$ cat config.mk
export PLATFORM = sky130hd
export DESIGN_NAME = percVarDatapath
export DESIGN_NICKNAME = d
export VERILOG_FILES = /design/src/logic/percVarPkg.sv /design/src/logic/percVarDatapath.sv
export SDC_FILE = /design/constraint.sdc
export NUM_CORES = 1
export LEC_CHECK = 0
export BUFFER_PORTS_ARGS = -buffer_cell sky130_fd_sc_hd__buf_4
export CAP_MARGIN = 0
export CORE_UTILIZATION = 35
export CTS_BUF_LIST = sky130_fd_sc_hd__clkbuf_4 sky130_fd_sc_hd__clkbuf_8
export CTS_CLUSTER_DIAMETER = 120
export DETAILED_ROUTE_END_ITERATION = 10
export GPL_TIMING_DRIVEN = 0
export PLACE_DENSITY = 0.72
export SYNTH_ARGS = -nofsm -noshare
export SYNTH_HDL_FRONTEND = slang
export SYNTH_SLANG_ARGS = --single-unit
$ cat constraint.sdc
create_clock -name clk -period 3.3 [get_ports clk]
set_clock_uncertainty 0.15 [all_clocks]
set_input_delay 0.165 -clock clk [delete_from_list [all_inputs] [get_ports clk]]
set_output_delay 0.165 -clock clk [all_outputs]
set_load 0.1 [all_outputs]
$ cat src/logic/percVarPkg.sv
package percVarPkg;

	//////////////////////////////
	// Memory and vector sizes
	//////////////////////////////
	localparam int AddrWidth = 11;
	localparam int DataWidth = 32;
	localparam int LsfCount = 10;
	localparam int IndexWidth = 4;

	// Q15 sample
	typedef logic signed [15:0] q15_t;

	typedef enum logic [1:0]
	{
		aluSub,
		aluAdd,
		aluMin,
		aluMulInt
	} aluOp_t;

	typedef enum logic [2:0]
	{
		stIdle,
		stRead,
		stScale,
		stFinish,
		stWriteG2,
		stWriteG1
	} ctrlState_t;

	// One memory request, test side or design side
	typedef struct packed
	{
		logic [AddrWidth-1:0] writeAddr;
		logic [AddrWidth-1:0] readAddr;
		logic [DataWidth-1:0] writeData;
		logic writeEnable;
	} memPort_t;

	//////////////////////////////
	// Weighting constants in Q15
	//////////////////////////////
	localparam q15_t Gamma1Flat = 16'sd32113;
	localparam q15_t Gamma1Tilt = 16'sd30802;
	localparam q15_t Gamma2Max = 16'sd22938;
	localparam q15_t Gamma2Min = 16'sd13107;
	localparam q15_t GammaOne = 16'sd32767;

	// Clip a wide signed value into the Q15 range
	function automatic q15_t saturate32(input logic signed [31:0] value);
		q15_t clipped;
		if (value > 32'sd32767)
			clipped = 16'sh7fff;
		else if (value < -32'sd32768)
			clipped = 16'sh8000;
		else
			clipped = q15_t'(value[15:0]);
		return clipped;
	endfunction

	function automatic q15_t satSub(input q15_t a, input q15_t b);
		logic signed [31:0] wide;
		wide = 32'(a) - 32'(b);
		return saturate32(wide);
	endfunction

endpackage

$ cat src/logic/percVarDatapath.sv
`timescale 1ns/1ps

module percVarDatapath import percVarPkg::*;
#(
	parameter int ResultBase = 16,
	parameter int FlatThreshold = 1000
)
(
	input logic clk,
	input logic rstN,
	input logic [DataWidth-1:0] readData,
	input logic loadFirst,
	input logic loadDiff,
	input logic loadScale,
	input logic loadFinal,
	input logic writeSelect,
	input logic writeEnable,
	input q15_t aluResult,
	output q15_t aluA,
	output q15_t aluB,
	output memPort_t corePortWrite,
	output q15_t gamma1,
	output q15_t gamma2
);

	localparam q15_t ScaleFactor = 16'sd6;

	q15_t lsfNow;
	q15_t prevLsf;
	q15_t dMin;
	q15_t acc;
	q15_t gamma2Clamped;

	assign lsfNow = q15_t'(readData[15:0]);

	//////////////////////////////
	// Operand routing
	//////////////////////////////
	always_comb
	begin
		if (loadDiff)
		begin
			// Gap to the previous LSF, then minimum against dMin
			aluA = satSub(lsfNow, prevLsf);
			aluB = dMin;
		end
		else if (loadScale)
		begin
			aluA = dMin;
			aluB = ScaleFactor;
		end
		else
		begin
			aluA = GammaOne;
			aluB = acc;
		end
	end

	always_ff @(posedge clk)
	begin
		if (loadFirst || loadDiff)
			prevLsf <= lsfNow;
		if (loadFirst)
			dMin <= GammaOne;
		else if (loadDiff)
			dMin <= aluResult;
		if (loadScale)
			acc <= aluResult;
	end

	// Keep gamma2 within 0.4 to 0.7
	always_comb
	begin
		if (aluResult > Gamma2Max)
			gamma2Clamped = Gamma2Max;
		else if (aluResult < Gamma2Min)
			gamma2Clamped = Gamma2Min;
		else
			gamma2Clamped = aluResult;
	end

	always_ff @(posedge clk)
	begin
		if (!rstN)
		begin
			gamma1 <= '0;
			gamma2 <= '0;
		end
		else if (loadFinal)
		begin
			gamma2 <= gamma2Clamped;
			gamma1 <= (dMin >= FlatThreshold) ? Gamma1Flat : Gamma1Tilt;
		end
	end

	//////////////////////////////
	// Write-back request
	//////////////////////////////
	assign corePortWrite.writeAddr = AddrWidth'(ResultBase) + AddrWidth'(writeSelect);
	assign corePortWrite.readAddr = '0;
	assign corePortWrite.writeData = {16'b0, writeSelect ? gamma1 : gamma2};
	assign corePortWrite.writeEnable = writeEnable;

endmodule

==> flow_summary.ini <==
[global_route]
antenna_found_initial = 0
grt_use_total_pct = 19.22
grt_max_degree = 25
grt_first_pass_wirelength_um = 19060
gr-total-overflow = 0
grt_pass1_vias = 3801

[logic_synthesis]
synthTopCellsByArea = edfxtp_1 (23%), dfxtp_1 (16%), buf_4 (9.3%), ha_1 (5.0%), nor2b_1 (3.7%)
synthArstFlopShare_pct = 0
synth_edf_count = 32
syn_avg_cell_area_um2 = 9.524
syn-cell-area_um2 = 4267
synth_top_area_cell = edfxtp_1
synth_common_cells = buf_4 (53), dfxtp_1 (35), edfxtp_1 (32), inv_1 (31), o21ai_0 (29)
ys_seq_area_share_pct = 38.94
synthCells = 448
yosysMostFrequentCell = buf_4
ys.flop_type = dfxtp_1
synth-seq-cells = 67
synth.distinct_cells = 60
yosysWarnings = 0
synth_top_area_share_pct = 22.52

[floorplanning]
die_w_um = 112.4
core-area_um2 = 11660
ioPinCount = 175
rows = 39
die_area_um2 = 12640
initial_core_util_pct = 36.58
die_h_um = 112.4

[clock_network]
numCtsBuffers = 9
numClockSinks = 67
cts_tree = yes
cts_max_level = 3
clock_latency_ns = 0.34
root_buffer = clkbuf_8
cts_buffer_depth = 2
path_clk_slew_ns = 0.09

[routing]
drtAntennaViolNets = 0
wl_per_cell_um = 15.32
viasPerCell = 4.858
first_iter_violations = 184
drc = 0
dr.pass1.iters = 4
vias = 3911
wl_met3_um = 848
wirelength_um = 12330
drt-met1-wl_um = 5091
route.met2.wl_um = 6281
highest_layer = met4

[finish]
design_area_um2 = 6539
diodes = 0
syn2layout_area_growth_pct = 53.26
nets = 731
drive_gt1_share_pct = 37.01

[setup_path]
worst_setup_path_end_kind = primary output
worstPathArrival_ns = 3.04
critPathRequiredTime_ns = 2.98
ff2ff_path_depth = 3
crit_type = reg2out
setup.worst_path.start_class = flop
r2r-start = dMin[10]
crit_fanout = 7
startpoint = prevLsf[0]

[sta]
setup_viol = 7
hold_viol = 0
tightest_slew_ns = 0.6956
rsz0062_at_grt = yes
setup_ws_ns = -0.05186
max_freq_ghz = 0.2983
fin_crit_sh_pct = 101.6
period_minus_slack_ns = 3.352
slew_viol_final = 0
relSlewSlack_pct = 53.63

[pwr]
leakage_uw = 0.002976
fin_total_pwr_uw = 3678
ir_worst_vdd_v = 0.0003170
p_per_area_nw_per_um2 = 562.5

[place]
place_congestion = 0.8853
dpl_cell_area_um2 = 5552
io_buffers = 113
hpwl_um = 9020

[hold_path]
hp-start = loadScale
whs_path_depth = 1
hp-class = in2reg

[run_status]
outcome = finished, violations left
violations = setup timing

[run]
max_cap_violations = 0
kinds of logic after synthesis:
family,count (synthesis),synth area share [%]
buffers and inverters,106,14.43
AOI/OAI and AO/OA,134,24.46
DFF,67,38.94
and+or+nand+nor,108,13.78
xor gates and xnor gates,11,2.258
other,2,0.1760
muxes,2,0.4985
adders and majority gates,18,5.454
where the power goes:
part | internal (uW) | switching (uW) | total (uW)
combinational | 587 | 1320 | 1910
sequential | 937 | 41.1 | 978
clock | 438 | 355 | 793
total | 1960 | 1720 | 3680
flip-flops by register name (all words and copies together) (netlist names):
name and flops:
gamma2 16, acc 16, gamma1 3, dMin 16, prevLsf 16
per-stage QoR:
step / setup slack [ns] / instances / util (%) / TNS (ns) / hold WS [ns]
after floorplan: -0.4384 / 488 / - / -0.5203 / 0.1139
after global placement: 0.08848 / 744 / 47.60 / 0 / 0.2066
after detailed placement: 0.01957 / 744 / 47.60 / 0 / 0.2071
after CTS: -0.02539 / 797 / 54.06 / -0.03181 / 0.06378
after global routing: -0.1582 / 805 / 56.07 / -1.658 / 0.06896
final: -0.05186 / 805 / 56.07 / -0.1638 / 0.07694
worst paths after layout:
check	endpoint	slack [ns]
setup / recovery	aluA[4]	-0.05
hold reg to reg	gamma2[15]	0.35
hold / removal	acc[3]	0.08
setup reg to reg	gamma1[10]	1.39
metal layers:
metal	track usage (%)	vias up
li1	-	1925
met1	23.38	1813
met2	33.95	163
met3	5.022	10
met4	4.444	0
met5	0	-
cell usage in the layout (no fill, tap or decap), types with 13 or more instances in the layout:
cell             n
dlygate4sd3_1   33
nor2_1          23
buf_12          16
inv_1           31
conb_1          42
ha_1            14
a211o_1         16
o21ai_0         18
nor2b_1         25
dfxtp_1         35
o21ai_1         14
edfxtp_1        32
buf_4          161
nand2b_1        13
nand2_1         20
a22o_1          14
clkbuf_1        17
critical path: stages (launching register included):
cell and delay (ns):
edfxtp_1 0.39, ha_2 0.20, fa_2 0.36, nand2b_4 0.17, a21oi_4 0.16, a41o_2 0.25
a41oi_4 0.14, and2_4 0.18, a31o_4 0.29, o32ai_4 0.34, buf_12 0.22
what timing repair did:
item / 4_1_cts / 5_1_grt
gates resized for setup: 39 / 34
cloned: 0 / 2
hold endpoints to repair: 60 / 0
endpoints found under the setup margin: 15 / 15
buffers inserted: 4 / 6
hold buffers: 33 / 0
pin swaps: 6 / 7
layout make-up:
type | instances | area (um2)
fill | 1018 | 5124
multi-input combinational | 315 | 2369
sequential | 67 | 1662
timing repair buffer | 158 | 1478
buffer | 75 | 508.0
tap | 143 | 178.9
clock buffer | 9 | 123.9
inverter | 31 | 116.4
clock inverter | 7 | 103.9
Power figures use the tool's default switching activity.
