--- src/logic/percVarPkg.sv ---
package percVarPkg;

	//////////////////////////////
	// Memory and vector sizes
	//////////////////////////////
	localparam int AddrWidth = 11;
	localparam int DataWidth = 32;
	localparam int LsfCount = 10;
	localparam int IndexWidth = 4;

	// Q15 sample
	typedef logic signed [15:0] q15_t;

	typedef enum logic [1:0]
	{
		aluSub,
		aluAdd,
		aluMin,
		aluMulInt
	} aluOp_t;

	typedef enum logic [2:0]
	{
		stIdle,
		stRead,
		stScale,
		stFinish,
		stWriteG2,
		stWriteG1
	} ctrlState_t;

	// One memory request, test side or design side
	typedef struct packed
	{
		logic [AddrWidth-1:0] writeAddr;
		logic [AddrWidth-1:0] readAddr;
		logic [DataWidth-1:0] writeData;
		logic writeEnable;
	} memPort_t;

	//////////////////////////////
	// Weighting constants in Q15
	//////////////////////////////
	localparam q15_t Gamma1Flat = 16'sd32113;
	localparam q15_t Gamma1Tilt = 16'sd30802;
	localparam q15_t Gamma2Max = 16'sd22938;
	localparam q15_t Gamma2Min = 16'sd13107;
	localparam q15_t GammaOne = 16'sd32767;

	// Clip a wide signed value into the Q15 range
	function automatic q15_t saturate32(input logic signed [31:0] value);
		q15_t clipped;
		if (value > 32'sd32767)
			clipped = 16'sh7fff;
		else if (value < -32'sd32768)
			clipped = 16'sh8000;
		else
			clipped = q15_t'(value[15:0]);
		return clipped;
	endfunction

	function automatic q15_t satSub(input q15_t a, input q15_t b);
		logic signed [31:0] wide;
		wide = 32'(a) - 32'(b);
		return saturate32(wide);
	endfunction

endpackage

--- src/logic/q15Alu.sv ---
`timescale 1ns/1ps

module q15Alu import percVarPkg::*;
(
	input aluOp_t op,
	input q15_t a,
	input q15_t b,
	output q15_t result
);

	logic signed [31:0] wideSum;
	logic signed [31:0] wideProduct;

	//////////////////////////////
	// Full-width intermediates
	//////////////////////////////
	always_comb
	begin
		wideSum = 32'(a) + 32'(b);
		// Multiplier operand is a small integer, not a Q15 fraction
		wideProduct = 32'(a) * 32'(b);
	end

	//////////////////////////////
	// Operator select
	//////////////////////////////
	always_comb
	begin
		case (op)
			aluSub:
			begin
				result = satSub(a, b);
			end
			aluAdd:
			begin
				result = saturate32(wideSum);
			end
			aluMin:
			begin
				// Signed compare, ties keep a
				result = (b < a) ? b : a;
			end
			aluMulInt:
			begin
				result = saturate32(wideProduct);
			end
			default:
			begin
				result = a;
			end
		endcase
	end

endmodule

--- config.mk ---
export PLATFORM = sky130hd
export DESIGN_NAME = q15Alu
export DESIGN_NICKNAME = d
export VERILOG_FILES = /design/src/logic/percVarPkg.sv /design/src/logic/q15Alu.sv
export SDC_FILE = /design/constraint.sdc
export NUM_CORES = 1
export LEC_CHECK = 0
export ABC_AREA = 1
export BUFFER_PORTS_ARGS = -buffer_cell sky130_fd_sc_hd__buf_2
export CAP_MARGIN = 30
export CORE_ASPECT_RATIO = 1.1
export CORE_MARGIN = 2
export CORE_UTILIZATION = 56
export DETAILED_ROUTE_END_ITERATION = 8
export PLACE_DENSITY = 0.73
export SLEW_MARGIN = 10
export SYNTH_ARGS = -nofsm -noshare
export SYNTH_HDL_FRONTEND = slang
export SYNTH_SLANG_ARGS = --single-unit
export TNS_END_PERCENT = 100
--- constraint.sdc ---
create_clock -name vclk -period 12.5
set_input_delay 0 -clock vclk [all_inputs]
set_output_delay 0 -clock vclk [all_outputs]
set_load 0.05 [all_outputs]
==> results of run 1 <==
[synth_stat cells (7+ instances only)]
cell type,count
nand2_1,617
inv_1,576
fa_1,264
nor2_1,123
ha_1,116
a21oi_1,73
nand3_1,60
clkbuf_1,59
xor2_1,34
o21ai_0,33
nand4_1,30
inv_2,13
nor2_2,11
buf_2,10
nand2_2,9
o21bai_1,9
nor3_1,8
o21ai_1,8
a21oi_2,7
[layout by cell type, fill, tap and decap left out, drive strengths merged]
cell type / netlist / layout
a221oi: 1 / 1
nor4: 2 / 2
o2111ai: 1 / 1
o21bai: 9 / 9
and3: 1 / 1
nand2: 626 / 626
nor3: 12 / 12
o31ai: 1 / 1
inv: 589 / 589
a21o: 1 / 1
nand4: 31 / 31
or2: 1 / 1
clkinv: 1 / 1
a21boi: 1 / 1
xnor2: 5 / 5
fa: 264 / 264
ha: 116 / 116
o21a: 1 / 1
o211ai: 3 / 3
a31oi: 1 / 1
nor2: 134 / 134
a211oi: 1 / 1
nand3: 62 / 62
nand3b: 1 / 1
xor2: 34 / 34
and2: 6 / 6
o21ai: 42 / 42
a21oi: 80 / 80
buf: 20 / 52
[worst max-delay path: cells and delay by family]
kind	cells	cell delay, ns
buffers and inverters	7	1.03
adder cells (fa/ha/maj)	7	3.82
AND/OR/NAND/NOR	15	2.19
AO/OA/AOI/OAI	1	0.16
[cells by family (layout without fill, tap and decap cells)]
logic type / after synthesis / count (layout) / synth area share (%)
buffers and inverters: 669 / 642 / 18.4
adders and majority gates: 380 / 380 / 48.0
and+or+nand+nor: 876 / 876 / 25.5
AOI/OAI and AO/OA: 142 / 142 / 5.65
xor gates and xnor gates: 39 / 39 / 2.44
[per-stage QoR]
step / hold slack [ns] / area [um2] / std cells / utilization, %
2_1_floorplan: 0.452 / 14000 / 2106 / -
3_3_place_gp: 0.557 / 14300 / 2388 / 58.3
3_5_place_dp: 0.565 / 14300 / 2389 / 58.3
4_1_cts: 0.571 / 14300 / 2389 / 58.3
5_1_grt: 0.633 / 14300 / 2389 / 58.3
6_report: 0.589 / 14300 / 2389 / 58.3
[per-layer routing]
metal	track usage [%]	up-vias	part of all wire, %	wire [um]
li1	-	6014	-	-
met1	43.4	6066	40	16500
met2	55.5	540	48	19800
met3	2.85	105	7.0	2860
met4	11.6	0	4.2	1730
met5	0	-	0	0
[final timing paths]
check	startpoint	slack [ns]	depth (start not counted)	to
max	a[15]	5.27	30	result[12]
min	op[1]	0.59	5	result[3]
[final cells by class]
class              instances  share of cell area [%]
inverters                590                    15.5
multi-input cells       1437                    80.0
well taps                310                    2.71
repair buffers            52                    1.85
==> flow_metrics.py, run 1 <==
metrics = {
    "die": {
        "die_w_um": 155,
        "fp-row-count": 60,
        "fp.dieArea_um2": 26300,
        "core_um2": 24500,
        "fp.dieH_um": 170,
        "initial_core_util_pct": 57.1,
        "pin_count": 50,
    },
    "logic_synthesis": {
        "yosysUniqueCellTypes": 41,
        "synth_top_area_share_pct": 37.7,
        "synth_top_area_cell": "fa_1",
        "syn_avg_cell_area_um2": 6.66,
        "syn_inst": 2106,
        "syn_area_um2": 14000,
        "synth_nets": 2520,
        "ys_seq_area_share_pct": 0,
        "synth_warnings": 0,
        "synth_top_cells_by_area": "fa_1 (38%), nand2_1 (17%), inv_1 (15%)",
    },
    "drt": {
        "post_drt_wl_per_cell_um": 17.1,
        "wirelength_um": 40900,
        "dr.pass1.iters": 6,
        "post_drt_via_cell_ratio": 5.33,
        "dr_total_vias": 12700,
        "ant_nets": 0,
        "drtIter0Drc": 1168,
        "drc": 0,
    },
    "grt": {
        "antenna_found_initial": 0,
        "grt_pass1_wl_um": 67800,
        "grt_pass1_vias": 13000,
        "grt.overflow.total": 0,
        "grt_max_degree": 24,
        "track_usage_pct": 32.5,
    },
    "sta": {
        "finalSetupViolations": 0,
        "rsz0062_at_grt": "no",
        "clock.fmax_ghz": 0.138,
        "tns_ns": 0,
        "worst_pin_slew_ns": 0.885,
        "setup_ws_ns": 5.27,
        "hold_violations": 0,
        "period_share_pct": 57.9,
        "post-route-min-period_ns": 7.23,
        "drv_slew": 0,
        "slew_headroom_pct": 40.9,
    },
    "placement": {
        "numPortBuffers": 50,
        "place.gp.congestion": 0.991,
        "place_ws_ns": 5.38,
        "place_hpwl_um": 33900,
    },
    "cells_and_area": {
        "drive_above_1_share_pct": 4.81,
        "multiInputGateArea_um2": 11400,
        "fillers": 2447,
        "clock_buffers": 0,
        "register_area_um2": 0,
        "area_growth_pct": 2.08,
        "flops_and_latches": 0,
        "n_antenna_cell": 0,
        "nets": 2495,
    },
    "critical_path": {
        "setup.worst_path.start_class": "input pin",
        "crit_arrival_ns": 7.23,
        "worst_ep_required_time_ns": 12.50,
        "cp_max_fo": 20,
        "worstSetupPathType": "input pin to primary output",
        "cp-end-kind": "primary output",
        "critPathSlowestCell": "fa_1",
        "slowest_delay_ns": 0.87,
    },
    "run_status": {
        "outcome": "completed",
    },
    "worst_hold_path": {
        "hold_path.class": "input pin to primary output",
    },
    "flow_run": {
        "maxCapViolations": 0,
    },
    "clock_network": {
        "postCtsSetupBuffers": 0,
        "cts_hold_buf": 0,
        "cts_resized": 0,
    },
}
Power of run 1 is not shown: default switching activity piles up to over one toggle a cycle in this logic, so the estimate is an artifact.
==> inputs of run 2 (changes only) <==
Clock period 12.5 ns to 7.13 ns, I/O delays scaled along.
==> run 2 against run 1 <==
Compared with the run above: routed wire length rose by 0.96%; critical path type unchanged; core utilization increased by 0.63 points; final cell count up 0.75%; via count grew 1.1%; critical path depth is 1 lower; count of clock-buffer cells in the layout is the same; first-iteration DRC count is 5.9% lower; sequential cell count stayed put.
==> flow_metrics.py, run 2 (synthesis results as in run 1) <==
metrics = {
    "cells_and_area": {
        "final_common_cell": "nand2_1",
        "register_area_um2": 0,
        "n_antenna_cell": 0,
        "drive_above_1_share_pct": 5.67,
        "multiInputGateArea_um2": 11500,
        "nets": 2513,
        "clock_buffers": 0,
        "area_growth_pct": 3.19,
        "fin_util_pct": 58.9,
        "mostFrequentLayoutCells": "nand2_1 (617), inv_1 (576), fa_1 (263), nor2_1 (123), ha_1 (116)",
        "fillers": 2434,
        "flops_and_latches": 0,
    },
    "drt": {
        "dr_total_vias": 12900,
        "drtIter0Drc": 1099,
        "dr.pass1.iters": 8,
        "post_drt_via_cell_ratio": 5.34,
        "ant_nets": 0,
        "drc": 0,
        "post_drt_wl_per_cell_um": 17.1,
        "wirelength_um": 41300,
    },
    "grt": {
        "grt_use_met3_pct": 2.85,
        "grt_pass1_wl_um": 67600,
        "grt.overflow.total": 0,
        "grt_pass1_vias": 13200,
        "grt_max_degree": 24,
        "met1_usage_pct": 42.6,
        "track_usage_pct": 32.6,
        "globalRouteMet2Util_pct": 56.5,
        "antenna_found_initial": 0,
        "grt.busiest_layer": "met2",
    },
    "sta": {
        "period_share_pct": 95.6,
        "clock.fmax_ghz": 0.147,
        "drv_slew": 0,
        "slew_headroom_pct": 39.5,
        "hold-worst-slack_ns": 0.577,
        "post-route-min-period_ns": 6.81,
        "finalSetupViolations": 0,
        "worst_pin_slew_ns": 0.906,
        "hold_violations": 0,
    },
    "critical_path": {
        "crit_arrival_ns": 6.81,
        "cp_max_fo": 18,
        "critPathSlowestCell": "fa_2",
        "setup.worst_path.start_class": "input pin",
        "critPathCapture": "result[4]",
        "worst_ep_required_time_ns": 7.13,
        "crit_path_start": "b[5]",
        "cp-end-kind": "primary output",
        "worstSetupPathType": "input pin to primary output",
        "slowest_delay_ns": 0.70,
    },
    "placement": {
        "place_hpwl_um": 35000,
        "place.gp.congestion": 0.995,
        "numPortBuffers": 50,
    },
    "clock_network": {
        "postCtsSetupBuffers": 0,
        "cts_hold_buf": 0,
        "cts_resized": 0,
    },
    "worst_hold_path": {
        "hold_path.class": "input pin to primary output",
        "min-delay-start": "op[1]",
    },
    "die": {
        "fp-row-count": 60,
        "initial_core_util_pct": 57.1,
        "fp.dieH_um": 170,
        "fp.dieArea_um2": 26300,
        "core_um2": 24500,
        "die_w_um": 155,
        "pin_count": 50,
    },
    "flow_run": {
        "maxCapViolations": 0,
    },
    "run_status": {
        "outcome": "completed",
    },
}
## run 2: cell type report
type,count,share of cell area (%)
multi-input cells,1437,79.2
inverters,590,15.3
repair buffers,70,2.80
well taps,310,2.68
## run 2: worst min path at each step
| stage | endpoint | slack, ns | cells after the start |
|---|---|---|---|
| after floorplan | result[2] | 0.45 | 4 |
| after global placement | result[2] | 0.56 | 5 |
| after detailed placement | result[3] | 0.56 | 5 |
| after CTS | result[3] | 0.56 | 5 |
| after global routing | result[3] | 0.61 | 5 |
| final | result[3] | 0.58 | 5 |
## run 2: stage by stage
step,std cells,instance area (um2),TNS (ns),setup WS (ns)
6_report,2407,14500,0,0.316
5_1_grt,2407,14500,-0.0183,-0.00662
4_1_cts,2407,14400,0,0.253
3_5_place_dp,2407,14400,0,0.274
3_3_place_gp,2406,14400,0,0.293
2_1_floorplan,2106,14000,0,0.608
## run 2: critical path: cells and delay by family
| kind | cells | cell delay [ns] |
|---|---|---|
| compound gates | 2 | 0.53 |
| fa+ha+maj | 7 | 3.59 |
| buf+inv | 7 | 0.92 |
| simple gates | 13 | 1.75 |
## run 2: layer usage
metal | wire (um) | vias up
li1 | - | 6066
met1 | 16600 | 6123
met2 | 20000 | 562
met3 | 2760 | 114
met4 | 1840 | 0
met5 | 0 | -
Power of run 2 is left out for the same reason.
