==> src/logic/percVarPkg.sv <==
package percVarPkg;

	//////////////////////////////
	// Memory and vector sizes
	//////////////////////////////
	localparam int AddrWidth = 11;
	localparam int DataWidth = 32;
	localparam int LsfCount = 10;
	localparam int IndexWidth = 4;

	// Q15 sample
	typedef logic signed [15:0] q15_t;

	typedef enum logic [1:0]
	{
		aluSub,
		aluAdd,
		aluMin,
		aluMulInt
	} aluOp_t;

	typedef enum logic [2:0]
	{
		stIdle,
		stRead,
		stScale,
		stFinish,
		stWriteG2,
		stWriteG1
	} ctrlState_t;

	// One memory request, test side or design side
	typedef struct packed
	{
		logic [AddrWidth-1:0] writeAddr;
		logic [AddrWidth-1:0] readAddr;
		logic [DataWidth-1:0] writeData;
		logic writeEnable;
	} memPort_t;

	//////////////////////////////
	// Weighting constants in Q15
	//////////////////////////////
	localparam q15_t Gamma1Flat = 16'sd32113;
	localparam q15_t Gamma1Tilt = 16'sd30802;
	localparam q15_t Gamma2Max = 16'sd22938;
	localparam q15_t Gamma2Min = 16'sd13107;
	localparam q15_t GammaOne = 16'sd32767;

	// Clip a wide signed value into the Q15 range
	function automatic q15_t saturate32(input logic signed [31:0] value);
		q15_t clipped;
		if (value > 32'sd32767)
			clipped = 16'sh7fff;
		else if (value < -32'sd32768)
			clipped = 16'sh8000;
		else
			clipped = q15_t'(value[15:0]);
		return clipped;
	endfunction

	function automatic q15_t satSub(input q15_t a, input q15_t b);
		logic signed [31:0] wide;
		wide = 32'(a) - 32'(b);
		return saturate32(wide);
	endfunction

endpackage

==> src/logic/lsfIndexCounter.sv <==
`timescale 1ns/1ps

module lsfIndexCounter import percVarPkg::*;
#(
	parameter int LsfBase = 0
)
(
	input logic clk,
	input logic rstN,
	input logic clear,
	input logic step,
	output logic [IndexWidth-1:0] index,
	output logic [AddrWidth-1:0] readAddr,
	output logic last
);

	always_ff @(posedge clk)
	begin
		if (!rstN)
			index <= '0;
		else if (clear)
			index <= '0;
		else if (step)
			index <= index + 1'b1;
	end

	// LSF words are contiguous from the base
	assign readAddr = AddrWidth'(LsfBase) + AddrWidth'(index);

	assign last = (index == IndexWidth'(LsfCount - 1));

endmodule

==> config.mk <==
export PLATFORM = sky130hd
export DESIGN_NAME = lsfIndexCounter
export DESIGN_NICKNAME = d
export VERILOG_FILES = /design/src/logic/percVarPkg.sv /design/src/logic/lsfIndexCounter.sv
export SDC_FILE = /design/constraint.sdc
export NUM_CORES = 1
export LEC_CHECK = 0
export BUFFER_PORTS_ARGS = -buffer_cell sky130_fd_sc_hd__buf_4
export CORE_AREA = 2 2 39 41
export DETAILED_ROUTE_END_ITERATION = 16
export DIE_AREA = 0 0 41 43
export PLACE_DENSITY = 0.5
export SYNTH_ARGS = -nofsm -noshare
export SYNTH_HDL_FRONTEND = slang
export SYNTH_SLANG_ARGS = --single-unit
==> constraint.sdc <==
create_clock -name clk -period 2.1 [get_ports clk]
set_clock_uncertainty 0.05 [all_clocks]
set_input_delay 0.21 -clock clk [delete_from_list [all_inputs] [get_ports clk]]
set_output_delay 0.21 -clock clk [all_outputs]
set_load 0.05 [all_outputs]
==> results_dict.tcl, run 1 <==
set metrics [dict create \
    status "completed" \
    ctsResizeCount 0 \
    ant_nets 0 \
    drt_pass1_iterations 1 \
    grt.total_usage 0.0672 \
    syn-instance-count 33 \
    finalCriticalPeriod_ns 1.44 \
    slew_violations 0 \
    wl_per_cell_um 7.81 \
    r2r-start "index[1]" \
    worstSkewPairLatency_ns 0.24 \
    syn_area_per_cell_um2 8.72 \
    synth_top_area_share 0.287 \
    max_stage_delay_ns 0.43 \
    path_buf_inv 1 \
    cp.required_ns 1.84 \
    swShare 0.348 \
    worstSetupStartpoint "index[0]" \
    max_freq_mhz 694 \
    period_share 0.687 \
    nets 51 \
    worstSetupEndpointType "output port" \
    die_y_um 43 \
    drt-total-wl_um 461 \
    syn_area_um2 288 \
    post-cts-setup-buffers 0 \
    rows 14 \
    port_buffers 12 \
    top_regs "index (4)" \
    start_util 0.208 \
    die_w_um 41 \
    synth_ff_type "dfxtp_1" \
    grt-ovfl-total 0 \
    async_flop_share 0 \
    netlist_top_cells_count "buf_4 (11), dfxtp_1 (4), nor2_1 (3), ha_1 (2), nand3b_1 (2)" \
    drt_iter0_drc 0 \
    regMostFlops "index" \
    power_mw 0.237 \
    drive_gt1_frac 0.372 \
    critPathKind "reg -> out" \
    slowest_stage "dfxtp_1" \
    ys_seq_elements 4 \
    die_area_mm2 0.00176 \
    ctsHoldBuffers 0 \
    pre_cts_slack_ns 0.903 \
    yosysMostFrequentCell "buf_4" \
    rsz0062_at_grt "no" \
    tns_ns 0 \
    p_int_mw 0.155 \
    grt_max_degree 7 \
    fillers 154 \
    antenna_found_initial 0 \
    synth_edf_count 0 \
    leakage_nw 0.183 \
    tritoncts "built" \
    grt_pass1_wl_um 690 \
    p_clk_frac 0.406 \
    startpoint_type "flip-flop" \
    routed_via_density 3.83 \
    hp-start "step" \
    synth.distinct_cells 16 \
    clock_path_buffers 2 \
    cts.htree.levels 1 \
    via_count 226 \
    pwr-share-seq 0.343 \
    cts_root_buffer "clkbuf_4" \
    critical-path-top-delay-family "flip-flops" \
    yosysSeqAreaShare 0.278 \
    cp.arrival_ns 1.18 \
    hold_viol_final 0 \
    yosys.area.top_type "buf_4" \
    final_core_util 0.260 \
    layout_setup_ws_ns 0.658 \
    grt_pass1_vias 162 \
    cts.sinks 4 \
    path_cells "ha_1, nand2_1, nor2_1, buf_4" \
    crit_fanout 6 \
    core_mm2 0.00138 \
    p_per_area_mw_per_mm2 658 \
    drv_cap 0 \
    area_delta_synth_final_pct 25.2 \
    min_path_type "in -> reg" \
    finalSetupViolations 0 \
    comb_power_share 0.251 \
    pin_count 20 \
    cts_buffers 3 \
    insertedDiodeCount 0 \
    drc 0 \
    largest_reg_flops 4 \
    ir_drop_v 0.000297 \
    synth_warnings 0 \
    holdWs_ns 0.159 \
    gp_congestion 0.609 \
    path_clk_slew_ns 0.04 \
    multiInputGateArea_um2 144 \
    synth_area_leaders "buf_4 (29%), dfxtp_1 (28%), ha_1 (8.7%)" \
    p_sw_mw 0.0824 \
    regArea_um2 80.1 \
    dp_hpwl_um 369 \
]
worst paths after layout:
path,end,slack (ns),cells after the start
min,index[1],0.16,2
max reg2reg,index[1],0.99,3
min reg2reg,index[3],0.49,2
max,last,0.66,4
layout by cell type (no fill, tap or decap), drive strengths merged:
cell type and n:
xnor2 1, a211oi 1, conb 7, nand3b 2, buf 12, nand2 1
nand2b 1, nor2 3, a21oi 1, or3b 1, nand4 1, dfxtp 4
a21bo 1, inv 1, clkbuf 3, mux2i 1, ha 2
through the flow:
stage / cell area, um^2 / cells
after floorplan: 310 / 39
after global routing: 360 / 59
after global placement: 338 / 56
after detailed placement: 338 / 56
final: 360 / 59
after CTS: 360 / 59
worst reg2reg max path, cell delays in order (launching register included):
cell      delay (ns)
dfxtp_1         0.42
inv_1           0.07
ha_1            0.27
a211oi_1        0.22
metal layers:
metal / track usage / vias up / share of wire
met4: 0.0400 / 0 / 0.028
met2: 0.0656 / 14 / 0.40
li1: - / 113 / -
met5: 0 / - / 0
met3: 0.0785 / 2 / 0.14
met1: 0.0801 / 97 / 0.43
kinds of logic after synthesis:
family                   share of synthesized area
multiplexers                                0.0348
AND/OR/NAND/NOR                              0.178
buffers and inverters                        0.300
adder cells (fa/ha/maj)                     0.0869
XOR/XNOR                                    0.0304
AO/OA/AOI/OAI                               0.0783
other                                       0.0130
flip-flops                                   0.278
power groups by stage:
stage          registers (mW)  logic [mW]  clock network [mW]
4_1_cts                0.0813      0.0596               0.103
3_3_place_gp           0.0825      0.0595                   0
3_5_place_dp           0.0826      0.0595                   0
5_1_grt                0.0818      0.0638               0.110
2_1_floorplan          0.0882      0.0531                   0
6_report               0.0814      0.0594              0.0963
area by class of cell:
cell class	instances	area share
multi-input cells	23	0.399
flip-flops and latches	4	0.222
inverters	1	0.0104
well taps	16	0.0556
repair buffers	12	0.250
clock buffers	3	0.0625
Note: power is estimated with default switching activity, not from simulation.
==> run 2, diff against run 1 <==
ABC_AREA = 1   (was default)
clock period = 1.45 ns   (was 2.1 ns; I/O delays follow)
==> run 2 against run 1 <==
Net effect:
- sequential power increased by 45%
- sequential cell count unchanged
- register-to-register slack got worse by 0.48 ns
- non-clock buffer count unchanged
- critical endpoint unchanged
==> results_dict.tcl, run 2 <==
set metrics [dict create \
    die_area_mm2 0.00176 \
    p_per_area_mw_per_mm2 949 \
    placed_cell_area_um2 333 \
    path_cells "ha_1, nand2_1, nor2_2, buf_4" \
    ant_nets 0 \
    path_clk_slew_ns 0.04 \
    pwr-share-seq 0.348 \
    grt_max_degree 8 \
    regMostFlops "index" \
    synth_fa_ha_area_frac 0.0897 \
    gp_congestion 0.622 \
    core_mm2 0.00138 \
    nets 56 \
    slew_violations 0 \
    fin_area_um2 357 \
    drc 0 \
    synth_edf_count 0 \
    synth_top_area_share 0.296 \
    max_freq_mhz 770 \
    min_path_type "in -> reg" \
    leakage_nw 0.177 \
    critPathKind "reg -> out" \
    hold_viol_final 0 \
    ctsHoldBuffers 0 \
    period_share 0.896 \
    tns_ns 0 \
    drt_iter0_drc 1 \
    holdPathStages 2 \
    r2r_cells 5 \
    status "completed" \
    yosysMostFrequentCell "buf_4" \
    path_buf_inv 1 \
    cts.sinks 4 \
    synth_area_leaders "buf_4 (30%), dfxtp_1 (29%), ha_1 (9.0%)" \
    comb_power_share 0.244 \
    worstSetupEndpointType "output port" \
    ir_drop_v 0.000223 \
    tritoncts "built" \
    swShare 0.345 \
    max_stage_delay_ns 0.38 \
    slowest_stage "dfxtp_2" \
    p_int_mw 0.222 \
    rows 14 \
    rsz0062_at_grt "no" \
    syn_area_per_cell_um2 7.34 \
    cp.depth 4 \
    start_util 0.202 \
    top_regs "index (4)" \
    synthSimpleGateAreaFrac 0.197 \
    netlist_top_cells_count "buf_4 (11), nand2_1 (5), nor2_1 (5), dfxtp_1 (4), a21oi_1 (3)" \
    dp_hpwl_um 378 \
    syn_area_um2 279 \
    startpoint_type "flip-flop" \
    area_delta_synth_final_pct 27.8 \
    ys_seq_elements 4 \
    syn-instance-count 38 \
    crit_fanout 7 \
    die_y_um 43 \
    synthMuxAreaShare 0 \
    insertedDiodeCount 0 \
    clock_path_buffers 2 \
    layout_common_cells "buf_4 (12), conb_1 (7), nand2_1 (5), nor2_1 (4)" \
    port_buffers 12 \
    cp.arrival_ns 1.10 \
    finalCriticalPeriod_ns 1.30 \
    finalSetupViolations 0 \
    synth_compound_area_frac 0.0897 \
    cp.required_ns 1.25 \
    synth_warnings 0 \
    synth_ff_type "dfxtp_1" \
    via_count 236 \
    largest_reg_flops 4 \
    routed_via_density 3.69 \
    synth_xor_area_frac 0 \
    cts_root_buffer "clkbuf_4" \
    grt.total_usage 0.0664 \
    yosys.area.top_type "buf_4" \
    final_common_cell "buf_4" \
    drt-total-wl_um 465 \
    grt_pass1_vias 189 \
    drive_gt1_frac 0.417 \
    worstSkewPairLatency_ns 0.23 \
    critical-path-top-delay-family "flip-flops" \
    drt_pass1_iterations 2 \
    grt-ovfl-total 0 \
    cts.htree.levels 1 \
    yosysSeqAreaShare 0.287 \
    die_w_um 41 \
    wl_per_cell_um 7.27 \
    p_clk_frac 0.408 \
    fillers 155 \
    grt_pass1_wl_um 717 \
    synth.distinct_cells 12 \
    cts_buffers 3 \
    synth_top_family_by_area "buffers and inverters" \
    pin_count 20 \
    antenna_found_initial 0 \
    drv_cap 0 \
    p_sw_mw 0.117 \
    async_flop_share 0 \
]
-- run 2: timing repair --
action                                  4_1_cts  5_1_grt
resized for setup                             0        1
endpoints found under the setup margin        0        1
buffers inserted                              0        0
-- run 2: kinds of logic (layout without fill, tap and decap cells) --
| kind of cell | after synthesis | after routing |
|---|---|---|
| flops | 4 | 4 |
| simple gates | 13 | 13 |
| compound gates | 5 | 5 |
| buf+inv | 13 | 17 |
| fa+ha+maj | 2 | 2 |
| other cells | 1 | 7 |
-- run 2: final timing paths --
path / slack, ns / startpoint / end
setup / recovery: 0.15 / index[0] / last
hold / removal: 0.09 / step / index[1]
setup reg to reg: 0.51 / index[2] / index[3]
hold reg to reg: 0.46 / index[0] / index[0]
-- run 2: per-stage QoR --
step | utilization | worst slack (ns) | std cells | hold WS, ns | power, mW
6_report | 0.258 | 0.151 | 64 | 0.0933 | 0.339
2_1_floorplan | - | 0.0137 | 44 | 0.177 | 0.202
3_5_place_dp | 0.241 | 0.325 | 61 | 0.333 | 0.202
5_1_grt | 0.258 | 0.0667 | 64 | 0.103 | 0.356
3_3_place_gp | 0.241 | 0.357 | 61 | 0.322 | 0.202
4_1_cts | 0.257 | 0.0749 | 64 | 0.0875 | 0.342
-- run 2: final cells by class --
type                            instances  area [um^2]  share of cell area
Multi-Input combinational cell         27          134               0.375
Timing Repair Buffer                   12         90.1               0.253
Sequential cell                         4         82.6               0.232
Clock buffer                            3         22.5              0.0632
Tap cell                               16         20.0              0.0561
Inverter                                2         7.51              0.0211
-- run 2: power by group through the flow --
stage | Clock [mW] | Combinational, mW | Sequential (mW)
after global placement | 0 | 0.0825 | 0.119
after CTS | 0.142 | 0.0829 | 0.118
after detailed placement | 0 | 0.0827 | 0.119
after floorplan | 0 | 0.0744 | 0.128
after global routing | 0.150 | 0.0871 | 0.119
final | 0.138 | 0.0827 | 0.118
-- run 2: metal layers --
metal  vias up  global-route usage  part of all wire
li1        121                   -                 -
met1       101              0.0777              0.41
met2        14              0.0750              0.44
met3         0              0.0471              0.15
met4         0              0.0600                 0
met5         -                   0                 0
