`src/logic/percVarPkg.sv`:
```
package percVarPkg;

	//////////////////////////////
	// Memory and vector sizes
	//////////////////////////////
	localparam int AddrWidth = 11;
	localparam int DataWidth = 32;
	localparam int LsfCount = 10;
	localparam int IndexWidth = 4;

	// Q15 sample
	typedef logic signed [15:0] q15_t;

	typedef enum logic [1:0]
	{
		aluSub,
		aluAdd,
		aluMin,
		aluMulInt
	} aluOp_t;

	typedef enum logic [2:0]
	{
		stIdle,
		stRead,
		stScale,
		stFinish,
		stWriteG2,
		stWriteG1
	} ctrlState_t;

	// One memory request, test side or design side
	typedef struct packed
	{
		logic [AddrWidth-1:0] writeAddr;
		logic [AddrWidth-1:0] readAddr;
		logic [DataWidth-1:0] writeData;
		logic writeEnable;
	} memPort_t;

	//////////////////////////////
	// Weighting constants in Q15
	//////////////////////////////
	localparam q15_t Gamma1Flat = 16'sd32113;
	localparam q15_t Gamma1Tilt = 16'sd30802;
	localparam q15_t Gamma2Max = 16'sd22938;
	localparam q15_t Gamma2Min = 16'sd13107;
	localparam q15_t GammaOne = 16'sd32767;

	// Clip a wide signed value into the Q15 range
	function automatic q15_t saturate32(input logic signed [31:0] value);
		q15_t clipped;
		if (value > 32'sd32767)
			clipped = 16'sh7fff;
		else if (value < -32'sd32768)
			clipped = 16'sh8000;
		else
			clipped = q15_t'(value[15:0]);
		return clipped;
	endfunction

	function automatic q15_t satSub(input q15_t a, input q15_t b);
		logic signed [31:0] wide;
		wide = 32'(a) - 32'(b);
		return saturate32(wide);
	endfunction

endpackage

```
`src/logic/percVarControl.sv`:
```
`timescale 1ns/1ps

module percVarControl import percVarPkg::*;
(
	input logic clk,
	input logic rstN,
	input logic start,
	input logic testMode,
	input logic last,
	output logic counterClear,
	output logic counterStep,
	output logic loadFirst,
	output logic loadDiff,
	output logic loadScale,
	output logic loadFinal,
	output aluOp_t aluOp,
	output logic writeEnable,
	output logic writeSelect,
	output logic busy,
	output logic done
);

	ctrlState_t state;
	ctrlState_t nextState;

	logic stepDly;
	logic firstDly;

	//////////////////////////////
	// State register
	//////////////////////////////
	always_ff @(posedge clk)
	begin
		if (!rstN)
			state <= stIdle;
		else
			state <= nextState;
	end

	always_comb
	begin
		nextState = state;
		case (state)
			stIdle:
			begin
				if (start && !testMode)
					nextState = stRead;
			end
			stRead:
			begin
				if (last)
					nextState = stScale;
			end
			stScale:
			begin
				// Wait out the last read before scaling
				if (!stepDly)
					nextState = stFinish;
			end
			stFinish:
				nextState = stWriteG2;
			stWriteG2:
				nextState = stWriteG1;
			stWriteG1:
				nextState = stIdle;
			default:
				nextState = stIdle;
		endcase
	end

	assign counterClear = (state == stIdle);
	assign counterStep = (state == stRead);

	//////////////////////////////
	// Load strobes lag reads by one
	//////////////////////////////
	always_ff @(posedge clk)
	begin
		if (!rstN)
		begin
			stepDly <= 1'b0;
			firstDly <= 1'b0;
		end
		else
		begin
			stepDly <= counterStep;
			firstDly <= counterStep && !stepDly;
		end
	end

	assign loadFirst = firstDly;
	assign loadDiff = stepDly && !firstDly;
	assign loadScale = (state == stScale) && !stepDly;
	assign loadFinal = (state == stFinish);

	// Opcode per phase
	always_comb
	begin
		if (loadDiff)
			aluOp = aluMin;
		else if (loadScale)
			aluOp = aluMulInt;
		else
			aluOp = aluSub;
	end

	assign writeEnable = (state == stWriteG2) || (state == stWriteG1);
	assign writeSelect = (state == stWriteG1);
	assign busy = (state != stIdle);
	assign done = (state == stWriteG1);

endmodule

```
`config.mk`:
```
export PLATFORM = sky130hd
export DESIGN_NAME = percVarControl
export DESIGN_NICKNAME = d
export VERILOG_FILES = /design/src/logic/percVarPkg.sv /design/src/logic/percVarControl.sv
export SDC_FILE = /design/constraint.sdc
export NUM_CORES = 1
export LEC_CHECK = 0
export ABC_AREA = 1
export BUFFER_PORTS_ARGS = -buffer_cell sky130_fd_sc_hd__buf_2
export CAP_MARGIN = 20
export CELL_PAD_IN_SITES_DETAIL_PLACEMENT = 0
export CELL_PAD_IN_SITES_GLOBAL_PLACEMENT = 1
export CORE_AREA = 2 2 39 41
export CTS_CLUSTER_SIZE = 12
export DETAILED_ROUTE_END_ITERATION = 8
export DIE_AREA = 0 0 41 43
export PLACE_DENSITY = 0.62
export SLEW_MARGIN = 10
export SYNTH_ARGS = -nofsm -noshare
export SYNTH_HDL_FRONTEND = slang
export SYNTH_SLANG_ARGS = --single-unit
```
`constraint.sdc`:
```
create_clock -name clk -period 1.4 [get_ports clk]
set_input_delay 0 -clock clk [delete_from_list [all_inputs] [get_ports clk]]
set_output_delay 0 -clock clk [all_outputs]
set_load 0.02 [all_outputs]
```
==> results of run 1 <==
[report_power, final]
| part | leakage [nW] | internal (mW) | switching, mW |
|---|---|---|---|
| combinational | 0.179 | 0.0601 | 0.112 |
| sequential | 0.0408 | 0.158 | 0.0197 |
| clock | 0.0150 | 0.107 | 0.0546 |
[per-layer routing]
metal,track usage,vias to the layer above
met4,0.0800,0
met5,0,-
met3,0.0157,0
met2,0.113,7
met1,0.0806,130
li1,-,171
[area by class of cell]
class                   count  area [um^2]  area share
clock buffers               4         26.3      0.0638
multi-input cells          26          141       0.343
well taps                  16         20.0      0.0486
repair buffers             17         90.1       0.219
inverters                   9         33.8      0.0821
flip-flops and latches      5          100       0.243
[cells in the mapped netlist (all sizes together)]
cell | instances | share of area
nor2 | 7 | 0.13
buf | 2 | 0.052
o21a | 1 | 0.026
a21oi | 3 | 0.052
inv | 9 | 0.12
nor3 | 4 | 0.086
nand2 | 5 | 0.082
or2 | 1 | 0.022
nand4 | 2 | 0.043
nand3 | 3 | 0.052
dfxtp | 5 | 0.34
[worst min path at each step]
stage | to | slack, ns | cells after the start
floorplan | state[2] | 0.12 | 1
global placement | state[2] | 0.22 | 2
detailed placement | state[2] | 0.23 | 2
CTS | state[0] | 0.11 | 4
global route | state[0] | 0.16 | 4
finish | state[0] | 0.11 | 4
[through the flow]
step | power, mW | instances | instance area (um^2) | hold WS, ns
3_3_place_gp | 0.354 | 72 | 375 | 0.222
3_5_place_dp | 0.352 | 72 | 375 | 0.227
4_1_cts | 0.521 | 77 | 412 | 0.108
2_1_floorplan | 0.303 | 42 | 290 | 0.118
5_1_grt | 0.547 | 77 | 412 | 0.158
6_report | 0.511 | 77 | 412 | 0.112
[logic make-up (layout without fill, tap and decap cells)]
logic type | Yosys count | count (layout) | share of synthesized area
simple gates | 22 | 22 | 0.409
buf+inv | 11 | 30 | 0.168
compound gates | 4 | 4 | 0.0776
flops | 5 | 5 | 0.345
[repair_timing]
item | CTS | global route
hold buffers | 1 | 0
endpoints found under the setup margin | 0 | 0
hold endpoints to repair | 1 | 0
buffers inserted | 0 | 0
[flip-flops by register name, summed over array words and instances (netlist names)]
register	cells
state	3
stepDly	1
loadFirst	1
[critical path, delay by kind of cell (launching register included)]
family | cells | cell delay (ns)
and+or+nand+nor | 1 | 0.21
buffers and inverters | 2 | 0.29
DFF | 1 | 0.52
==> out/summary.txt, run 1 <==
Die Y-Extent: 43 um
final core utilization: 0.297
Mapped Cells: 42
crit path from: state[1]
Fillers: 156
Leak: 0.234 nW
Max clock buf depth: 2
CP Cell Sequence: inv_2, nor3_2, buf_2
min-delay src: last
most frequent cells in the layout: 16 x buf_2, 6 x inv_1, 5 x nor2_1, 5 x dfxtp_1
gp weighted congestion: 0.723
RSZ-0062 raised after global routing: no
cell area after synthesis: 290 um^2
vias per cell: 4.00
CTS root buffer: clkbuf_4
net count after synthesis: 47
Fin. Hold Viols: 0
post-route ant nets: 0
VDD IR-drop max: 0.000408 V
Critical Path Sink: loadFinal
worst skew pair latency: 0.24 ns
CORE AREA: 0.00138 mm^2
final setup vio count: 0
met2 wire length: 307 um
synth unique cells: 16
Critical Path AT: 1.26 ns
via count: 308
nets: 67
Syn Area/Cell: 6.91 um^2
Setup WS pre-CTS: 0.387 ns
IO buf count: 16
Worst setup SP type: flop
final wirelength: 610 um
Ports: 17
global-route wire length before repair: 876 um
Initial Utilization: 0.210
DRC Markers: 0
Seq/Total Area, Yosys: 0.345
worst r2r dst: state[1]
Largest stage delay, worst path: 0.52 ns
CTS sink cnt: 5
layout cell share with drive strength beyond 1: 0.443
worst reg2reg setup slack: 0.38 ns
Detailed Place HPWL: 512 um
# rows: 14
cell depth of the worst flop-to-flop path: 4
Final Max Tran Viols: 0
outcome: complete, no violations
initial DRC count: 4
Worst setup EP type: output pin
Reg-to-Reg Start: state[1]
warnings from Yosys: 0
Final min period: 1.26 ns
fin crit share: 0.898
routed metal-1 wire length: 272 um
worst slew pin tran: 0.345 ns
Max-Cap Viols: 0
Worst Hold Class: input port to flop
Crit Path Category: flop to output pin
All-Layer GR Usage: 0.0764
setup slack after layout: 0.142 ns
Post-Route Skew: 0.00219 ns
DR WL/cell: 7.92 um
PwrDens: 1240 mW/mm^2
quantity of gates resized following cts: 0
H-tree depth: 1
CTS tree: yes
die width: 41 um
1st-pass router iterations: 2
register clock-pin slew on the reported worst setup and hold paths: 0.04 ns
grt total ovfl: 0
n_diodes: 0
initial antenna violation count: 0
Rel. slew slack: 0.770
f_max: 0.795 GHz
setup TNS: 0 ns
Top Metal Used: met3
DIE AREA: 0.00176 mm^2
Area Overhead vs Synth: 41.8%
CP max-delay cell: dfxtp_1
CP Max Fanout: 8
synthesized flop and latch total: 5
most common cell after layout, fill and taps aside: buf_2
TritonCTS buffer count: 3
largest net degree at the start of global routing: 9
vias in the first global route: 245
worst path required time: 1.40 ns
WL met3: 30 um
Note: power is estimated with default switching activity, not from simulation.
==> inputs of run 2 (changes only) <==
- PLACE_DENSITY: 0.62 -> 0.65
==> run 2 against run 1 <==
Flip-flop and latch count is the same. Sequential share of layout area unchanged. Clock skew down 0.0010 ns. Critical path depth stayed put. Setup slack improved by 0.020 ns. Routed wire length is 0.82% higher. Core utilization is the same. Combinational power is essentially flat. Final area unchanged. Register-to-register slack gained 0.03 ns. Fmax grew 1.6%.
==> out/summary.txt, run 2 (same netlist as run 1, synthesis figures left out) <==
outcome: complete, no violations
Rel. slew slack: 0.781
IO buf count: 16
worst skew pair latency: 0.24 ns
Tot Pwr: 0.513 mW
via count: 310
Reg-to-Reg Start: state[1]
CTS root buffer: clkbuf_4
Fillers: 162
n_diodes: 0
global-route wire length before repair: 945 um
All-Layer GR Usage: 0.0863
CP max-delay cell: dfxtp_1
final core utilization: 0.297
f_max: 0.808 GHz
DRC Markers: 0
TritonCTS buffer count: 3
PwrDens: 1250 mW/mm^2
Post-Route Skew: 0.00116 ns
Critical Path AT: 1.24 ns
Max clock buf depth: 2
final setup vio count: 0
min-delay src: last
Worst Hold Class: input port to flop
CORE AREA: 0.00138 mm^2
H-tree depth: 1
Non-Filler Instances: 77
Die Y-Extent: 43 um
worst path required time: 1.40 ns
initial DRC count: 2
RSZ-0062 raised after global routing: no
fin crit share: 0.884
largest net degree at the start of global routing: 9
Leak: 0.234 nW
vias in the first global route: 263
Largest stage delay, worst path: 0.51 ns
1st-pass router iterations: 2
Final Max Tran Viols: 0
most frequent cells in the layout: 16 x buf_2, 6 x inv_1, 5 x nor2_1, 5 x dfxtp_1
Worst setup SP type: flop
grt total ovfl: 0
Crit Path Category: flop to output pin
placed cell areas: 375 um^2
final standard cell area without fillers: 412 um^2
Max-Cap Viols: 0
Register Area: 100 um^2
die width: 41 um
layout cell share with drive strength beyond 1: 0.443
CP Max Fanout: 8
Final min period: 1.24 ns
setup slack after layout: 0.162 ns
VDD IR-drop max: 0.000417 V
register clock-pin slew on the reported worst setup and hold paths: 0.04 ns
# rows: 14
Detailed Place HPWL: 524 um
Worst setup EP type: output pin
gp weighted congestion: 0.681
initial antenna violation count: 0
max FFs per register: 3
crit path from: state[1]
placed cells: 72
Initial Utilization: 0.210
final hold slack: 0.103 ns
vias per cell: 4.03
most common cell after layout, fill and taps aside: buf_2
largest register by flop count: state
CTS tree: yes
post-route ant nets: 0
Area Overhead vs Synth: 41.8%
worst slew pin tran: 0.328 ns
nets: 67
CP Cell Sequence: inv_2, nor3_2, buf_2
Fin. Hold Viols: 0
DIE AREA: 0.00176 mm^2
Setup WS pre-CTS: 0.400 ns
DR WL/cell: 7.99 um
setup TNS: 0 ns
final wirelength: 615 um
Hold Buf Count CTS: 1
Multi-input gate area: 141 um^2
postcts setup bufs: 0
CTS sink cnt: 5
quantity of gates resized following cts: 0
Ports: 17
## run 2: final timing paths
| path | cells after the start | slack [ns] | to |
|---|---|---|---|
| worst max-delay path | 3 | 0.16 | loadFinal |
| worst min register to register | 1 | 0.51 | loadFirst |
| worst min-delay path | 4 | 0.10 | state[0] |
| worst max register to register | 4 | 0.41 | state[0] |
## run 2: where the power goes
part / internal [mW] / total [mW] / leakage, nW / switching [mW]
registers: 0.158 / 0.176 / 0.0408 / 0.0184
logic: 0.0602 / 0.174 / 0.179 / 0.114
clock network: 0.108 / 0.163 / 0.0150 / 0.0556
## run 2: final cells by class
type	count	share of cell area
multi-input cells	26	0.343
flip-flops and latches	5	0.243
repair buffers	17	0.219
inverters	9	0.0821
clock buffers	4	0.0638
well taps	16	0.0486
## run 2: worst max-delay path: cells and delay by family (launching register included)
kind | cells | cell delay, ns
buffers and inverters | 2 | 0.28
flip-flops | 1 | 0.51
AND/OR/NAND/NOR | 1 | 0.21
## run 2: per-layer routing
metal,track usage,part of all wire,up-vias
met5,0,0,-
met4,0.120,0.015,0
met3,0.0157,0.052,2
met2,0.122,0.51,7
met1,0.0836,0.42,129
li1,-,-,172
==> inputs of run 3 (changes only) <==
- ABC_AREA: 1 -> default
- CAP_MARGIN: 20 -> 10
- PLACE_DENSITY: 0.65 -> 0.61
==> run 3 against run 2 <==
Final cell count decreased by 10%. Worst hold slack worse by 0.063 ns. Flip-flop and latch count stayed put. Core utilization fell by 0.99 points. Sequential share of layout area grew 2.1 points. Clock power is essentially flat. Global-route usage shrank 0.79 points. Clock-buffer cell count did not move. Combinational power shrank 36%. Via count fell by 11%. Register-to-register slack got worse by 0.04 ns. Power is 14% lower. Critical endpoint is now aluOp[1].
==> out/summary.txt, run 3 <==
outcome: complete, no violations
worst slew pin tran: 0.185 ns
Multi-input gate area: 143 um^2
PwrDens: 1110 mW/mm^2
initial antenna violation count: 0
Leak: 0.213 nW
Yosys top cell area share: 0.383
Ports: 17
fin crit share: 0.943
vias in the first global route: 247
final setup vio count: 0
via count: 275
CP Cell Sequence: or3b_4, nor2_2, or2_1, buf_4
synthesized flop and latch total: 5
layout cell share with drive strength beyond 1: 0.491
Non-Filler Instances: 69
Async S/R FF share, synth: 0
# rows: 14
top-count cell post-synth: nor2_1
Most used DFF post-synth: dfxtp_1
warnings from Yosys: 0
Fin. Hold Viols: 0
DIE AREA: 0.00176 mm^2
final wirelength: 580 um
Critical Path AT: 1.32 ns
grt total ovfl: 0
register clock-pin slew on the reported worst setup and hold paths: 0.04 ns
Worst Hold Class: input port to flop
cell area after synthesis: 262 um^2
CP max-delay cell: or3b_4
All-Layer GR Usage: 0.0785
most frequent cells in the layout: 15 x buf_2, 6 x nor2_1
CP Max Fanout: 7
VDD IR-drop max: 0.000340 V
1st-pass router iterations: 4
Register Area: 105 um^2
placed cell areas: 354 um^2
post-synth top area cell: dfxtp_1
Mapped Cells: 33
most common cell after layout, fill and taps aside: buf_2
placed cells: 64
largest net degree at the start of global routing: 9
CTS root buffer: clkbuf_4
CORE AREA: 0.00138 mm^2
Final min period: 1.32 ns
Syn Area/Cell: 7.92 um^2
Die Y-Extent: 43 um
Area Overhead vs Synth: 52.2%
post-route ant nets: 0
net count after synthesis: 38
Fillers: 158
TritonCTS buffer count: 3
Final Max Tran Viols: 0
IO buf count: 16
CTS tree: yes
final standard cell area without fillers: 398 um^2
initial DRC count: 5
DRC Markers: 0
n_diodes: 0
die width: 41 um
Max clock buf depth: 2
gp weighted congestion: 0.643
Initial Utilization: 0.189
CTS sink cnt: 5
largest register by flop count: state
f_max: 0.757 GHz
Worst setup SP type: flop
Crit Path Category: flop to output pin
Rel. slew slack: 0.877
synth unique cells: 17
setup TNS: 0 ns
Post-synth EDFFs: 0
DR WL/cell: 8.41 um
Worst setup EP type: output pin
global-route wire length before repair: 834 um
Tot Pwr: 0.442 mW
largest cells by area after synthesis: dfxtp_1 38%, nor2_1 8.6%, o21a_1 5.7%
commonest cells in the netlist: 6 x nor2_1, 5 x dfxtp_1, 3 x inv_1, 3 x nand2_1
Largest stage delay, worst path: 0.41 ns
worst path required time: 1.40 ns
Post-Route Skew: 0.00287 ns
H-tree depth: 1
vias per cell: 3.99
RSZ-0062 raised after global routing: no
max FFs per register: 3
Max-Cap Viols: 0
worst skew pair latency: 0.24 ns
nets: 59
Seq/Total Area, Yosys: 0.383
run 3: layout make-up:
| type | instances | area share |
|---|---|---|
| tap | 16 | 0.0503 |
| inverter | 3 | 0.0283 |
| multi-input combinational | 24 | 0.358 |
| timing repair buffer | 17 | 0.233 |
| sequential | 5 | 0.264 |
| clock buffer | 4 | 0.0660 |
run 3: cells by family after synthesis:
group           after synthesis  share of synthesized area
compound gates                5                      0.144
buf+inv                       4                     0.0718
flops                         5                      0.383
simple gates                 19                      0.402
run 3: worst paths after layout:
kind	cells past startpoint	slack, ns	start	end
max	4	0.08	state[0]	aluOp[1]
min	3	0.04	last	state[1]
max reg2reg	3	0.37	state[0]	state[0]
min reg2reg	1	0.45	stepDly	loadFirst
run 3: metrics by stage:
stage,hold WS [ns],setup slack [ns],utilization
final,0.0401,0.0793,0.288
after global routing,0.0526,0.0125,0.288
after CTS,0.0389,0.0156,0.283
after detailed placement,0.241,0.237,0.256
after global placement,0.251,0.264,0.256
after floorplan,0.118,0.155,-
run 3: where the power goes:
| group | switching, mW | leakage (nW) | total [mW] | internal [mW] |
|---|---|---|---|---|
| clock | 0.0586 | 0.0150 | 0.166 | 0.108 |
| combinational | 0.0653 | 0.156 | 0.112 | 0.0464 |
| sequential | 0.0111 | 0.0419 | 0.164 | 0.153 |
run 3: worst max-delay path: cells and delay by family (launching register included):
family	cells	cell delay, ns
and+or+nand+nor	3	0.60
buffers and inverters	1	0.13
DFF	1	0.34
run 3: what timing repair did:
action	CTS	global route
hold buffers	1	0
resized for setup	1	3
setup endpoints to repair	1	1
hold endpoints to repair	1	0
buffers inserted	0	0
run 3: routing by layer:
layer	GRT usage	wire, um	part of all wire	vias to the layer above
li1	-	-	-	147
met1	0.0550	217	0.37	114
met2	0.125	298	0.51	12
met3	0.0157	46	0.079	2
met4	0.120	17	0.029	0
met5	0	0	0	-
